File: config.mk
export PLATFORM = sky130hd
export DESIGN_NAME = rv_core
export DESIGN_NICKNAME = d
export VERILOG_FILES = /design/src/verilog/rv_pkg.sv /design/src/verilog/pipe_if.sv /design/src/verilog/fetch_stage.sv /design/src/verilog/reg_file.sv /design/src/verilog/decode_stage.sv /design/src/verilog/execute_stage.sv /design/src/verilog/mem_wb_stage.sv /design/src/verilog/rv_core.sv
export SDC_FILE = /design/constraint.sdc
export NUM_CORES = 2
export LEC_CHECK = 0
export ABC_CLOCK_PERIOD_IN_PS = 6600
export BUFFER_PORTS_ARGS = -buffer_cell sky130_fd_sc_hd__buf_2
export CAP_MARGIN = 20
export CORE_MARGIN = 10
export CORE_UTILIZATION = 65
export CTS_BUF_LIST = sky130_fd_sc_hd__clkbuf_4 sky130_fd_sc_hd__clkbuf_8
export CTS_CLUSTER_SIZE = 28
export DETAILED_ROUTE_END_ITERATION = 12
export GPL_ROUTABILITY_DRIVEN = 1
export PLACE_DENSITY = 0.82
export SKIP_LAST_GASP = 1
export SLEW_MARGIN = 5
export SYNTH_ARGS = -nofsm -noshare
export SYNTH_HDL_FRONTEND = slang
export SYNTH_SLANG_ARGS = --single-unit
File: constraint.sdc
create_clock -name clock -period 6.6 [get_ports clock]
set_input_delay 0 -clock clock [delete_from_list [all_inputs] [get_ports clock]]
set_output_delay 0 -clock clock [all_outputs]
set_load 0.03 [all_outputs]
File: src/verilog/rv_pkg.sv
`default_nettype none

package rv_pkg;

	// data and address width
	localparam int xlen = 32;

	typedef logic [4:0] reg_idx_t;
	typedef logic [xlen-1:0] word_t;

	// major opcodes encoded as the low seven instruction bits
	typedef enum logic [6:0] {
		op_reg    = 7'b0110011,
		op_imm    = 7'b0010011,
		op_load   = 7'b0000011,
		op_store  = 7'b0100011,
		op_branch = 7'b1100011,
		op_jal    = 7'b1101111
	} opcode_e;

	typedef enum logic [2:0] {
		alu_add,
		alu_sub,
		alu_and,
		alu_or,
		alu_xor,
		alu_slt
	} alu_op_e;

	// addi x0, x0, 0
	localparam word_t nop_instr = 32'h0000_0013;

endpackage

`default_nettype wire

File: src/verilog/pipe_if.sv
`timescale 1ns/10ps
`default_nettype none

// execute to memory bundle that the forwarding logic also reads
interface ex_mem_if ();
	rv_pkg::word_t alu_result;
	rv_pkg::word_t store_data;
	rv_pkg::reg_idx_t rd;
	logic reg_write;
	logic mem_read;
	logic mem_write;

	modport producer (output alu_result, store_data, rd, reg_write, mem_read, mem_write);
	modport consumer (input alu_result, store_data, rd, reg_write, mem_read, mem_write);
endinterface

// register file write port
interface wb_if ();
	logic wb_en;
	rv_pkg::reg_idx_t wb_rd;
	rv_pkg::word_t wb_data;

	modport source (output wb_en, wb_rd, wb_data);
	modport sink (input wb_en, wb_rd, wb_data);
endinterface

`default_nettype wire

File: src/verilog/fetch_stage.sv
`timescale 1ns/10ps
`default_nettype none

module fetch_stage #(
	parameter rv_pkg::word_t reset_pc = 32'h0000_0000
) (
	input  wire logic     clock,
	input  wire logic     reset,
	input  rv_pkg::word_t instr_in,
	input  wire logic     stall,
	input  wire logic     redirect,
	input  rv_pkg::word_t target,
	output rv_pkg::word_t pc_out,
	output rv_pkg::word_t ifid_pc,
	output rv_pkg::word_t ifid_instr
);

	// redirect wins over stall
	always_ff @(posedge clock or negedge reset) begin
		if (!reset) begin
			pc_out <= reset_pc;
			ifid_instr <= rv_pkg::nop_instr;
		end else if (redirect) begin
			pc_out <= target;
			ifid_instr <= rv_pkg::nop_instr;
		end else if (!stall) begin
			pc_out <= pc_out + 32'd4;
			ifid_instr <= instr_in;
		end
	end

	always_ff @(posedge clock) begin
		if (redirect || !stall) begin
			ifid_pc <= pc_out;
		end
	end

	// branch and jal targets must keep the pc on a word boundary
	pc_aligned: assert property (@(posedge clock) disable iff (!reset)
		pc_out[1:0] == 2'b00);

endmodule

`default_nettype wire

File: src/verilog/reg_file.sv
`timescale 1ns/10ps
`default_nettype none

module reg_file (
	input  wire logic        clock,
	input  wire logic        reset,
	input  rv_pkg::reg_idx_t rs1,
	input  rv_pkg::reg_idx_t rs2,
	wb_if.sink               wb,
	output rv_pkg::word_t    rs1_data,
	output rv_pkg::word_t    rs2_data
);

	rv_pkg::word_t regs [32];

	always_ff @(posedge clock) begin
		if (wb.wb_en && wb.wb_rd != 5'd0) begin
			regs[wb.wb_rd] <= wb.wb_data;
		end
	end

	// x0 reads zero and a same-cycle write passes straight through
	always_comb begin
		if (rs1 == 5'd0) begin
			rs1_data = '0;
		end else if (wb.wb_en && wb.wb_rd == rs1) begin
			rs1_data = wb.wb_data;
		end else begin
			rs1_data = regs[rs1];
		end
	end

	always_comb begin
		if (rs2 == 5'd0) begin
			rs2_data = '0;
		end else if (wb.wb_en && wb.wb_rd == rs2) begin
			rs2_data = wb.wb_data;
		end else begin
			rs2_data = regs[rs2];
		end
	end

	wb_rd_known: assert property (@(posedge clock) disable iff (!reset)
		wb.wb_en |-> !$isunknown(wb.wb_rd));

endmodule

`default_nettype wire

File: src/verilog/decode_stage.sv
`timescale 1ns/10ps
`default_nettype none

module decode_stage (
	input  wire logic         clock,
	input  wire logic         reset,
	input  rv_pkg::word_t     ifid_pc,
	input  rv_pkg::word_t     ifid_instr,
	input  rv_pkg::word_t     rs1_data,
	input  rv_pkg::word_t     rs2_data,
	input  wire logic         redirect,
	input  wire logic         idex_mem_read,
	input  rv_pkg::reg_idx_t  idex_rd,
	output rv_pkg::reg_idx_t  rs1,
	output rv_pkg::reg_idx_t  rs2,
	output logic              stall,
	output rv_pkg::word_t     ex_pc,
	output rv_pkg::word_t     ex_rs1_data,
	output rv_pkg::word_t     ex_rs2_data,
	output rv_pkg::reg_idx_t  ex_rs1,
	output rv_pkg::reg_idx_t  ex_rs2,
	output rv_pkg::reg_idx_t  ex_rd,
	output rv_pkg::word_t     ex_imm,
	output rv_pkg::alu_op_e   ex_alu_op,
	output rv_pkg::opcode_e   ex_opcode,
	output logic              ex_reg_write,
	output logic              ex_mem_read,
	output logic              ex_mem_write
);

	rv_pkg::opcode_e opcode;
	rv_pkg::alu_op_e alu_op;
	rv_pkg::word_t imm;
	logic reg_write;
	logic mem_read;
	logic mem_write;
	logic uses_rs1;
	logic uses_rs2;
	logic bubble;

	assign rs1 = ifid_instr[19:15];
	assign rs2 = ifid_instr[24:20];

	////////////////////////////////////////////////////////////
	// control and immediate decode
	////////////////////////////////////////////////////////////
	always_comb begin
		opcode = rv_pkg::op_imm;
		alu_op = rv_pkg::alu_add;
		imm = {{20{ifid_instr[31]}}, ifid_instr[31:20]};
		reg_write = 1'b0;
		mem_read = 1'b0;
		mem_write = 1'b0;
		uses_rs1 = 1'b1;
		uses_rs2 = 1'b0;
		case (ifid_instr[6:0])
			rv_pkg::op_reg: begin
				opcode = rv_pkg::op_reg;
				reg_write = 1'b1;
				uses_rs2 = 1'b1;
				// funct7 bit 5 with funct3
				case ({ifid_instr[30], ifid_instr[14:12]})
					4'b1000: alu_op = rv_pkg::alu_sub;
					4'b0111: alu_op = rv_pkg::alu_and;
					4'b0110: alu_op = rv_pkg::alu_or;
					4'b0100: alu_op = rv_pkg::alu_xor;
					4'b0010: alu_op = rv_pkg::alu_slt;
					default: alu_op = rv_pkg::alu_add;
				endcase
			end
			rv_pkg::op_imm: begin
				reg_write = 1'b1;
			end
			rv_pkg::op_load: begin
				opcode = rv_pkg::op_load;
				reg_write = 1'b1;
				mem_read = 1'b1;
			end
			rv_pkg::op_store: begin
				opcode = rv_pkg::op_store;
				mem_write = 1'b1;
				uses_rs2 = 1'b1;
				imm = {{20{ifid_instr[31]}}, ifid_instr[31:25], ifid_instr[11:7]};
			end
			rv_pkg::op_branch: begin
				opcode = rv_pkg::op_branch;
				uses_rs2 = 1'b1;
				imm = {{19{ifid_instr[31]}}, ifid_instr[31], ifid_instr[7],
					ifid_instr[30:25], ifid_instr[11:8], 1'b0};
			end
			rv_pkg::op_jal: begin
				opcode = rv_pkg::op_jal;
				reg_write = 1'b1;
				uses_rs1 = 1'b0;
				imm = {{11{ifid_instr[31]}}, ifid_instr[31], ifid_instr[19:12],
					ifid_instr[20], ifid_instr[30:21], 1'b0};
			end
			default: begin
				uses_rs1 = 1'b0;
			end
		endcase
	end

	// load in execute feeding a source here costs one cycle
	assign stall = idex_mem_read && idex_rd != 5'd0 &&
		((uses_rs1 && idex_rd == rs1) || (uses_rs2 && idex_rd == rs2));
	assign bubble = stall || redirect;

	////////////////////////////////////////////////////////////
	// ID/EX register
	////////////////////////////////////////////////////////////
	always_ff @(posedge clock or negedge reset) begin
		if (!reset) begin
			ex_opcode <= rv_pkg::op_imm;
			ex_reg_write <= 1'b0;
			ex_mem_read <= 1'b0;
			ex_mem_write <= 1'b0;
		end else if (bubble) begin
			ex_opcode <= rv_pkg::op_imm;
			ex_reg_write <= 1'b0;
			ex_mem_read <= 1'b0;
			ex_mem_write <= 1'b0;
		end else begin
			ex_opcode <= opcode;
			ex_reg_write <= reg_write;
			ex_mem_read <= mem_read;
			ex_mem_write <= mem_write;
		end
	end

	// operands and fields pass through unchanged on a bubble
	always_ff @(posedge clock) begin
		ex_pc <= ifid_pc;
		ex_rs1_data <= rs1_data;
		ex_rs2_data <= rs2_data;
		ex_rs1 <= rs1;
		ex_rs2 <= rs2;
		ex_rd <= ifid_instr[11:7];
		ex_imm <= imm;
		ex_alu_op <= alu_op;
	end

endmodule

`default_nettype wire

File: src/verilog/execute_stage.sv
`timescale 1ns/10ps
`default_nettype none

module execute_stage (
	input  wire logic         clock,
	input  wire logic         reset,
	input  rv_pkg::word_t     ex_pc,
	input  rv_pkg::word_t     ex_rs1_data,
	input  rv_pkg::word_t     ex_rs2_data,
	input  rv_pkg::reg_idx_t  ex_rs1,
	input  rv_pkg::reg_idx_t  ex_rs2,
	input  rv_pkg::reg_idx_t  ex_rd,
	input  rv_pkg::word_t     ex_imm,
	input  rv_pkg::alu_op_e   ex_alu_op,
	input  rv_pkg::opcode_e   ex_opcode,
	input  wire logic         ex_reg_write,
	input  wire logic         ex_mem_read,
	input  wire logic         ex_mem_write,
	ex_mem_if.producer        exm,
	wb_if.sink                wb,
	output logic              redirect,
	output rv_pkg::word_t     target,
	output logic              idex_mem_read,
	output rv_pkg::reg_idx_t  idex_rd
);

	rv_pkg::word_t fwd_a;
	rv_pkg::word_t fwd_b;
	rv_pkg::word_t op_b;
	rv_pkg::word_t alu_out;
	rv_pkg::word_t result;

	// seen by decode for load-use detection
	assign idex_mem_read = ex_mem_read;
	assign idex_rd = ex_rd;

	////////////////////////////////////////////////////////////
	// forwarding with EX/MEM ahead of writeback
	////////////////////////////////////////////////////////////
	always_comb begin
		if (exm.reg_write && !exm.mem_read && exm.rd != 5'd0 && exm.rd == ex_rs1) begin
			fwd_a = exm.alu_result;
		end else if (wb.wb_en && wb.wb_rd == ex_rs1) begin
			fwd_a = wb.wb_data;
		end else begin
			fwd_a = ex_rs1_data;
		end
	end

	always_comb begin
		if (exm.reg_write && !exm.mem_read && exm.rd != 5'd0 && exm.rd == ex_rs2) begin
			fwd_b = exm.alu_result;
		end else if (wb.wb_en && wb.wb_rd == ex_rs2) begin
			fwd_b = wb.wb_data;
		end else begin
			fwd_b = ex_rs2_data;
		end
	end

	// only R-type takes rs2 as the second operand
	assign op_b = (ex_opcode == rv_pkg::op_reg) ? fwd_b : ex_imm;

	always_comb begin
		case (ex_alu_op)
			rv_pkg::alu_sub: alu_out = fwd_a - op_b;
			rv_pkg::alu_and: alu_out = fwd_a & op_b;
			rv_pkg::alu_or:  alu_out = fwd_a | op_b;
			rv_pkg::alu_xor: alu_out = fwd_a ^ op_b;
			rv_pkg::alu_slt: alu_out = {31'd0, $signed(fwd_a) < $signed(op_b)};
			default:         alu_out = fwd_a + op_b;
		endcase
	end

	// jal links pc + 4
	assign result = (ex_opcode == rv_pkg::op_jal) ? ex_pc + 32'd4 : alu_out;

	assign redirect = (ex_opcode == rv_pkg::op_jal) ||
		(ex_opcode == rv_pkg::op_branch && fwd_a == fwd_b);
	assign target = ex_pc + ex_imm;

	////////////////////////////////////////////////////////////
	// EX/MEM register
	////////////////////////////////////////////////////////////
	always_ff @(posedge clock or negedge reset) begin
		if (!reset) begin
			exm.reg_write <= 1'b0;
			exm.mem_read <= 1'b0;
			exm.mem_write <= 1'b0;
		end else begin
			exm.reg_write <= ex_reg_write;
			exm.mem_read <= ex_mem_read;
			exm.mem_write <= ex_mem_write;
		end
	end

	always_ff @(posedge clock) begin
		exm.alu_result <= result;
		exm.store_data <= fwd_b;
		exm.rd <= ex_rd;
	end

	mem_access_onehot: assert property (@(posedge clock) disable iff (!reset)
		!(exm.mem_read && exm.mem_write));

endmodule

`default_nettype wire

File: src/verilog/mem_wb_stage.sv
`timescale 1ns/10ps
`default_nettype none

module mem_wb_stage (
	input  wire logic     clock,
	input  wire logic     reset,
	input  rv_pkg::word_t data_in,
	ex_mem_if.consumer    exm,
	wb_if.source          wb
);

	logic reg_write;
	rv_pkg::reg_idx_t rd;
	rv_pkg::word_t data;

	always_ff @(posedge clock or negedge reset) begin
		if (!reset) begin
			reg_write <= 1'b0;
		end else begin
			reg_write <= exm.reg_write;
		end
	end

	// loaded word or alu result
	always_ff @(posedge clock) begin
		rd <= exm.rd;
		data <= exm.mem_read ? data_in : exm.alu_result;
	end

	// x0 is never written
	assign wb.wb_en = reg_write && rd != 5'd0;
	assign wb.wb_rd = rd;
	assign wb.wb_data = data;

endmodule

`default_nettype wire

File: src/verilog/rv_core.sv
`timescale 1ns/10ps
`default_nettype none

module rv_core #(
	parameter rv_pkg::word_t reset_pc = 32'h0000_0000
) (
	input  wire logic          clock,
	input  wire logic          reset,
	output rv_pkg::word_t      pc_out,
	input  rv_pkg::word_t      instr_in,
	output rv_pkg::word_t      data_addr,
	output logic               ren,
	output logic               wen,
	output rv_pkg::word_t      data_out,
	input  rv_pkg::word_t      data_in
);

	logic stall;
	logic redirect;
	rv_pkg::word_t target;
	rv_pkg::word_t ifid_pc;
	rv_pkg::word_t ifid_instr;
	rv_pkg::reg_idx_t rs1;
	rv_pkg::reg_idx_t rs2;
	rv_pkg::word_t rs1_data;
	rv_pkg::word_t rs2_data;
	logic idex_mem_read;
	rv_pkg::reg_idx_t idex_rd;

	// ID/EX contents
	rv_pkg::word_t ex_pc;
	rv_pkg::word_t ex_rs1_data;
	rv_pkg::word_t ex_rs2_data;
	rv_pkg::reg_idx_t ex_rs1;
	rv_pkg::reg_idx_t ex_rs2;
	rv_pkg::reg_idx_t ex_rd;
	rv_pkg::word_t ex_imm;
	rv_pkg::alu_op_e ex_alu_op;
	rv_pkg::opcode_e ex_opcode;
	logic ex_reg_write;
	logic ex_mem_read;
	logic ex_mem_write;

	ex_mem_if exm_bus ();
	wb_if wb_bus ();

	////////////////////////////////////////////////////////////
	// data memory port driven straight from EX/MEM
	////////////////////////////////////////////////////////////
	assign data_addr = exm_bus.alu_result;
	assign data_out  = exm_bus.store_data;
	assign ren       = exm_bus.mem_read;
	assign wen       = exm_bus.mem_write;

	fetch_stage #(.reset_pc(reset_pc)) fetch_i (
		.clock(clock), .reset(reset), .instr_in(instr_in), .stall(stall),
		.redirect(redirect), .target(target), .pc_out(pc_out),
		.ifid_pc(ifid_pc), .ifid_instr(ifid_instr)
	);

	reg_file regs_i (
		.clock(clock), .reset(reset), .rs1(rs1), .rs2(rs2), .wb(wb_bus.sink),
		.rs1_data(rs1_data), .rs2_data(rs2_data)
	);

	decode_stage decode_i (
		.clock(clock), .reset(reset), .ifid_pc(ifid_pc), .ifid_instr(ifid_instr),
		.rs1_data(rs1_data), .rs2_data(rs2_data), .redirect(redirect),
		.idex_mem_read(idex_mem_read), .idex_rd(idex_rd), .rs1(rs1), .rs2(rs2),
		.stall(stall), .ex_pc(ex_pc), .ex_rs1_data(ex_rs1_data),
		.ex_rs2_data(ex_rs2_data), .ex_rs1(ex_rs1), .ex_rs2(ex_rs2), .ex_rd(ex_rd),
		.ex_imm(ex_imm), .ex_alu_op(ex_alu_op), .ex_opcode(ex_opcode),
		.ex_reg_write(ex_reg_write), .ex_mem_read(ex_mem_read),
		.ex_mem_write(ex_mem_write)
	);

	execute_stage execute_i (
		.clock(clock), .reset(reset), .ex_pc(ex_pc), .ex_rs1_data(ex_rs1_data),
		.ex_rs2_data(ex_rs2_data), .ex_rs1(ex_rs1), .ex_rs2(ex_rs2), .ex_rd(ex_rd),
		.ex_imm(ex_imm), .ex_alu_op(ex_alu_op), .ex_opcode(ex_opcode),
		.ex_reg_write(ex_reg_write), .ex_mem_read(ex_mem_read),
		.ex_mem_write(ex_mem_write), .exm(exm_bus.producer), .wb(wb_bus.sink),
		.redirect(redirect), .target(target), .idex_mem_read(idex_mem_read),
		.idex_rd(idex_rd)
	);

	mem_wb_stage mem_wb_i (
		.clock(clock), .reset(reset), .data_in(data_in), .exm(exm_bus.consumer),
		.wb(wb_bus.source)
	);

endmodule

`default_nettype wire

---- Word level (Yosys, flattened, before mapping) ----
Memories as Yosys holds them, arrays and structs flattened. A register that Yosys moved wholly into a read port is not among the register bits.
Index checks and enable logic that the tools add are counted.
word-level totals
  memories ................................ 1
  word-level logic and storage cells ...... 112
  memory bits (writable) .................. 1024
  flip-flop bits (word level) ............. 287
memory list
  memory       depth  bits a word  rd ports  clocked after Yosys merged registers in  write ports  RTL line        source
  regs_i.regs  32     32           2         2                                        1            reg_file.sv:14  rv_pkg::word_t regs [32];
operators by class
  add/sub/neg operators ................... 5
  bitwise logic cells ..................... 3
  eq/ne operators ......................... 27
  magnitude comparators ................... 1
  reduce and logical (&&, ||, !) cells .... 27
  mux-type cells .......................... 26
operators with widths
  cell                   count
  $mux 32                11
  $pmux 32 s5            1
  $add 32x3->32 const B  2
  $add 32x32->32         2
  $pmux 20 s3            1
  $pmux 7 s5             1
  $and 32x32->32         1
  $eq 32x32->1           1
  $lt 32x32->1           1
  $or 32x32->32          1
  $sub 32x32->32         1
  $xor 32x32->32         1
  $eq 5x5->1             6
  $eq 7x7->1 const B     4
  $eq 7x6->1 const B     3
  $pmux 3 s5             1
  $reduce_bool 5->1      3
  $logic_and 1x1->1      13
  $eq 4x3->1 const B     3
  $logic_not 5->1        2
  $mux 1                 10
  $eq 7x2->1 const B     1
  $eq 7x5->1 const B     1
  $mux 7                 1
  11 further kinds       17

---- Longest topological paths before layout ----
  depth after elaboration ................. 10
  mapped depth ............................ 23
  mapped depth without buffers ............ 20

---- Hierarchy ----
From an unflattened synthesis, not the netlist that was laid out.
unflattened totals
  cells, all modules ...................... 4737
  area total of the unflattened synthesis .. 68256.7 um^2
by module, submodules not included
  module         cells an instance  instances  seq. area each (um^2)  area an instance (um^2)
  reg_file       2520               1          30749.5                47869.7
  execute_stage  1558               1          1456.4                 11533.6
  fetch_stage    334                1          2566.2                 4083.9
  decode_stage   249                1          2879.0                 3601.0
  mem_wb_stage   76                 1          765.7                  1168.6

---- Worst setup path before layout ----
Ideal clock, no wire load.
  path kind ............................... reg-to-reg
  start point ............................. register execute_i.exm.rd[0]
  end point ............................... register execute_i.exm.alu_result[30]
  setup time .............................. 0.130 ns
  data arrival time ....................... 4.759 ns
  setup slack ............................. 1.712 ns
  cell stages (with the launch flop) ...... 21
  required time ........................... 6.470 ns
  path buffers ............................ 4
  period minus slack after synthesis ...... 4.888 ns
  path through ............................ dfxtp_1 > or4_1 > o211ai_2 > or2_2 > buf_2 > buf_1 > buf_1 > a21oi_1 > nand2_1 > nand2_1 > ha_1 > clkbuf_1 > a21oi_1 > o31ai_1 > nand2_1 > a2111oi_0 > a21oi_1 > a41oi_1 > nor3_1 > a311oi_1 > o22ai_1
on the way
  cells in the longest elaborated chain, start to end .. 8
  elaborated cells on any way between the ends .. 16
  classes of those cells .................. add/sub (2); eq/ne (2); mux (5); bitwise (3); reduce/logical (4)
ends and longest elaborated chain
  what                                                     RTL line                                  source
  from (decl)                                              pipe_if.sv:13                             modport producer (output alu_result, store_data, rd, reg_write, mem_read, mem_write);
  from (signal assigned)                                   execute_stage.sv:99                       exm.rd <= ex_rd;
  $reduce_bool 5->1                                        execute_stage.sv:51                       if (exm.reg_write && !exm.mem_read && exm.rd != 5'd0 && exm.rd == ex_rs2) begin
  $logic_and 1x1->1                                        execute_stage.sv:51
  $logic_and 1x1->1 *                                      execute_stage.sv:51
  $mux 32 *                                                execute_stage.sv:51
  net execute_i.fwd_b[16]                                  execute_stage.sv:28                       rv_pkg::word_t fwd_b;
  $mux 32 *                                                execute_stage.sv:61                       assign op_b = (ex_opcode == rv_pkg::op_reg) ? fwd_b : ex_imm;
  $add 32x32->32 / $sub 32x32->32 (equally long branches)  execute_stage.sv:70, execute_stage.sv:65
  $pmux 32 s5 *                                            execute_stage.sv:64                       case (ex_alu_op)
  $mux 32 *                                                execute_stage.sv:75                       assign result = (ex_opcode == rv_pkg::op_jal) ? ex_pc + 32'd4 : alu_out;
  net execute_i.result[30]                                 execute_stage.sv:31                       rv_pkg::word_t result;
  to (signal assigned)                                     execute_stage.sv:97                       exm.alu_result <= result;
  to (decl)                                                pipe_if.sv:13
The timed path passes the listed nets; every way through them passes the cells marked *.
A chain may end at the register's enable or synchronous reset.

---- Worst setup path in the final report ----
  start point ............................. register mem_wb_i.rd[1] (netlist: mem_wb_i.wb.wb_rd[1])
  end point ............................... register execute_i.exm.alu_result[30]
on the way
  cells in the longest elaborated chain, start to end .. 9
  elaborated cells on any way between the ends .. 18
  classes of those cells .................. add/sub (2); eq/ne (2); mux (7); bitwise (3); reduce/logical (4)
ends and longest elaborated chain
  what                                                     RTL line                                  source
  from (decl)                                              mem_wb_stage.sv:13                        rv_pkg::reg_idx_t rd;
  from (signal assigned)                                   mem_wb_stage.sv:26                        rd <= exm.rd;
  $reduce_bool 5->1                                        mem_wb_stage.sv:31                        assign wb.wb_en = reg_write && rd != 5'd0;
  $logic_and 1x1->1                                        mem_wb_stage.sv:31
  $logic_and 1x1->1 *                                      execute_stage.sv:53                       end else if (wb.wb_en && wb.wb_rd == ex_rs2) begin
  $mux 32 *                                                execute_stage.sv:53
  $mux 32 *                                                execute_stage.sv:51
  net execute_i.fwd_b[11]                                  execute_stage.sv:28
  $mux 32 *                                                execute_stage.sv:61
  $add 32x32->32 / $sub 32x32->32 (equally long branches)  execute_stage.sv:70, execute_stage.sv:65
  $pmux 32 s5 *                                            execute_stage.sv:64
  $mux 32 *                                                execute_stage.sv:75
  net execute_i.result[30]                                 execute_stage.sv:31
Marked as above.

==> run summary <==
## Status
- status: finished, final reports clean

## Logic synthesis
- register bit count reported by yosys: 1372
- count of synthesis-stage warnings from yosys: 0
- number of synthesized flops with an enable pin: 1056
- Synth Instances: 4374
- Synth Cell Area: 67900 sq um
- Top FF cell, synth: edfxtp_1
- share of the yosys chip area belonging to registers: 56.6%
- mean instance size in the synthesized netlist: 15.5 sq um
- unique cell type count in the Yosys netlist: 97
- FFs w/ async S/R, synth: 5.47%

## Layout
- most frequent standard cell in the layout excluding fill and tap cells: edfxtp_1
- layout cells sized above 1: 29.0%
- area growth from synthesis to layout: 12.7%
- count of fill cells added during filler insertion: 5969
- commonest cells after routing, fill and taps aside: edfxtp_1, mux4_2, dfxtp_1
- net count of the finished layout: 4934
- Util after Layout: 73.8%

## Setup path
- Setup Crit Path Kind: flop to flop
- element type at the critical path end: flop
- element type at the critical path start: flop
- Crit path arrival time: 6.91 ns
- required time of the worst setup path: 7.40 ns
- critical path peak fanout: 23

## CTS
- insertion delay to the later sink of the worst-skew pair: 0.96 ns
- CTS Hold Bufs: 129
- post-CTS resize count: 0
- Setup Buffers After CTS: 0
- maximum level of the CTS H-tree: 4
- clock sinks: 1372
- TritonCTS clock tree: built
- Clock Tree Buf Depth: 3
- clock root cell: clkbuf_8
- clock transition time at the flip-flop clock pins of the worst setup and hold paths: 0.07 ns
- number of buffers created by CTS: 216

## Placement
- quantity of I/O buffers inserted on ports: 163
- placer's final routability congestion estimate: 1.04
- detailed placement HPWL: 138000 um

## Global routing
- overflow left after global routing: 0
- antenna violations before repair: 8
- maximum number of pins on one net before global-route repair: 120
- first-pass GRT wire length: 317000 um
- total global-route track usage: 37.2%
- via count of the first global-routing pass: 46500

## Min path
- worst hold-check path type: input port to flop

## Pwr
- worst ir drop on vdd: 0.259 mV
- static power due to leakage: 27.1 nW
- Pwr Density: 290 nW/um^2

## Drt
- drt first-iter violations: 7193
- DRT Pass-1 Iters: 10
- detail-routed via count per cell: 7.41
- via count: 46600
- post-route ant nets: 0
- remaining routing DRC violations: 0
- detailed-route wire length per cell: 35.0 um
- detailed-route wire length: 220000 um

## Timing
- unrepaired setup endpoints after global routing: no
- count of pins over their slew limit: 0
- total of endpoints with negative setup slack in the final report: 0
- transition time at the pin with the least slew margin: 1.18 ns
- Final Hold Viols: 0
- setup total negative slack: 0 ns
- Min Clock Period, post-route: 6.11 ns
- Highest Clock Rate: 0.164 GHz
- skew final: 0.0631 ns
- period utilization: 92.6%
- relative max-transition margin: 21.3%
- worst hold margin: 0.0794 ns

## Floorplanning
- Placeable Area: 104000 sq um
- Die X: 343 um
- starting density of the core: 65.5%
- overall die area: 118000 sq um
- # rows: 118
- boundary pin count: 164
- die height: 343 um

## Run
- max-capacitance violation count: 0

-- synth_stat cells, types with 7 or more instances --
library cell / instances / area (sq um)
and2_1: 11 / 68.8
and3_1: 28 / 175
nand3_1: 90 / 450
buf_2: 17 / 85.1
o21ai_1: 16 / 80.1
dfxtp_1: 241 / 4820
a221oi_1: 18 / 158
nand2b_1: 15 / 93.8
a221o_1: 13 / 130
buf_1: 91 / 342
o211ai_1: 17 / 128
edfxtp_1: 1056 / 31700
o221ai_1: 16 / 140
a2111oi_0: 10 / 87.6
o21a_1: 20 / 150
a22oi_1: 10 / 75.1
ha_1: 129 / 1610
o22ai_1: 23 / 144
dfrtp_1: 71 / 1780
xor2_1: 68 / 596
nor4_1: 12 / 75.1
xnor2_1: 105 / 920
nand4_1: 21 / 131
o21bai_1: 14 / 105
mux2_2: 37 / 417
mux2i_1: 140 / 1400
o2111ai_1: 7 / 61.3
nor2b_1: 16 / 100
nand3b_1: 7 / 52.6
or2_2: 8 / 50.1
clkbuf_1: 189 / 709
nand2_1: 176 / 661
a211oi_1: 85 / 638
or3_1: 7 / 43.8
a21o_1: 55 / 413
inv_1: 114 / 428
mux4_2: 640 / 14400
a31oi_1: 57 / 357
o21ai_0: 105 / 526
nor2_1: 242 / 908
a31oi_2: 11 / 138
a21oi_1: 135 / 676
nor3_1: 103 / 515
-- area by class of cell --
type / instances / area [sq um] / area share, %
Clock buffer: 309 / 3780 / 4.95
Clock inverter: 82 / 574 / 0.751
Sequential cell: 1372 / 38500 / 50.3
Inverter: 120 / 450 / 0.589
Antenna cell: 6 / 15.0 / 0.0196
Timing Repair Buffer: 419 / 3300 / 4.32
Multi-Input combinational cell: 2607 / 28200 / 36.9
Tap cell: 1380 / 1730 / 2.26
-- flip-flops by register name (all words and copies together), names as in the netlist, 4 cells and up --
| signal | count |
|---|---|
| fetch_i.pc_out | 32 |
| decode_i.ex_imm | 21 |
| decode_i.ex_rs2_data | 32 |
| regs_i.regs | 1024 |
| execute_i.exm.rd | 5 |
| mem_wb_i.wb.wb_rd | 5 |
| execute_i.exm.store_data | 32 |
| decode_i.ex_rs2 | 5 |
| decode_i.ex_pc | 32 |
| decode_i.ex_rs1 | 5 |
| execute_i.exm.alu_result | 32 |
| fetch_i.ifid_instr | 32 |
| decode_i.ex_rs1_data | 32 |
| decode_i.ex_opcode | 4 |
| decode_i.ex_rd | 5 |
| mem_wb_i.wb.wb_data | 32 |
| fetch_i.ifid_pc | 32 |
-- path summary, 6_finish.rpt --
check	depth (start not counted)	slack (ns)	end	startpoint
setup reg to reg	17	0.49	execute_i.exm.alu_result[30]$_DFF_P_	mem_wb_i.wb.wb_rd[1]$_DFF_P_
hold reg to reg	0	0.33	decode_i.ex_pc[13]$_DFF_P_	fetch_i.ifid_pc[13]$_DFFE_PN_
hold / removal	3	0.08	mem_wb_i.wb.wb_data[27]$_DFF_P_	data_in[27]
max in group asynchronous	4	4.99	fetch_i.ifid_instr[23]$_DFFE_PN0N_	reset
setup / recovery	17	0.49	execute_i.exm.alu_result[30]$_DFF_P_	mem_wb_i.wb.wb_rd[1]$_DFF_P_
min in group asynchronous	3	0.17	fetch_i.pc_out[23]$_DFFE_PN0N_	reset
-- kinds of logic after synthesis --
kind of cell | count (synthesis) | synth area share [%]
xor+xnor | 173 | 2.23
simple gates | 765 | 5.33
fa+ha+maj | 132 | 2.47
flops | 1372 | 56.6
mux | 821 | 24.0
compound gates | 684 | 6.93
other cells | 1 | 0.00552
buf+inv | 426 | 2.45
-- critical path, cell delays in order (launching register included) --
cell,delay [ns]
dfxtp_1,0.69
xor2_1,0.23
or4b_4,0.74
nor2_8,0.25
mux2i_1,0.50
a21oi_1,0.21
nand2_1,0.12
nand2_1,0.08
ha_1,0.43
nor4_1,0.78
and3_1,0.26
a21boi_0,0.10
buf_4,0.20
a21oi_1,0.25
a41oi_1,0.34
o31a_1,0.35
a311oi_1,0.29
o22ai_1,0.15
-- through the flow --
step | instances | cell area, sq um | total power [mW] | setup slack [ns]
after global routing | 6292 | 76500 | 22.8 | 0.199
after detailed placement | 5764 | 70700 | 14.7 | 0.722
final | 6295 | 76500 | 22.2 | 0.491
after floorplan | 4405 | 68000 | 13.2 | 1.71
after global placement | 5761 | 70700 | 14.6 | 0.873
after CTS | 6284 | 76400 | 22.0 | 0.685
-- report_power, final --
| part | switching, mW | total (mW) | internal (mW) |
|---|---|---|---|
| Clock | 3.48 | 7.34 | 3.86 |
| Combinational | 2.49 | 3.91 | 1.42 |
| Sequential | 0.643 | 11.0 | 10.3 |
-- per-layer routing --
metal	wire [um]	track usage [%]
met1	73100	47.7
met2	101000	56.8
met3	30000	10.6
met4	15600	22.0
met5	13	0.163
(Power assumes the default switching activity.)
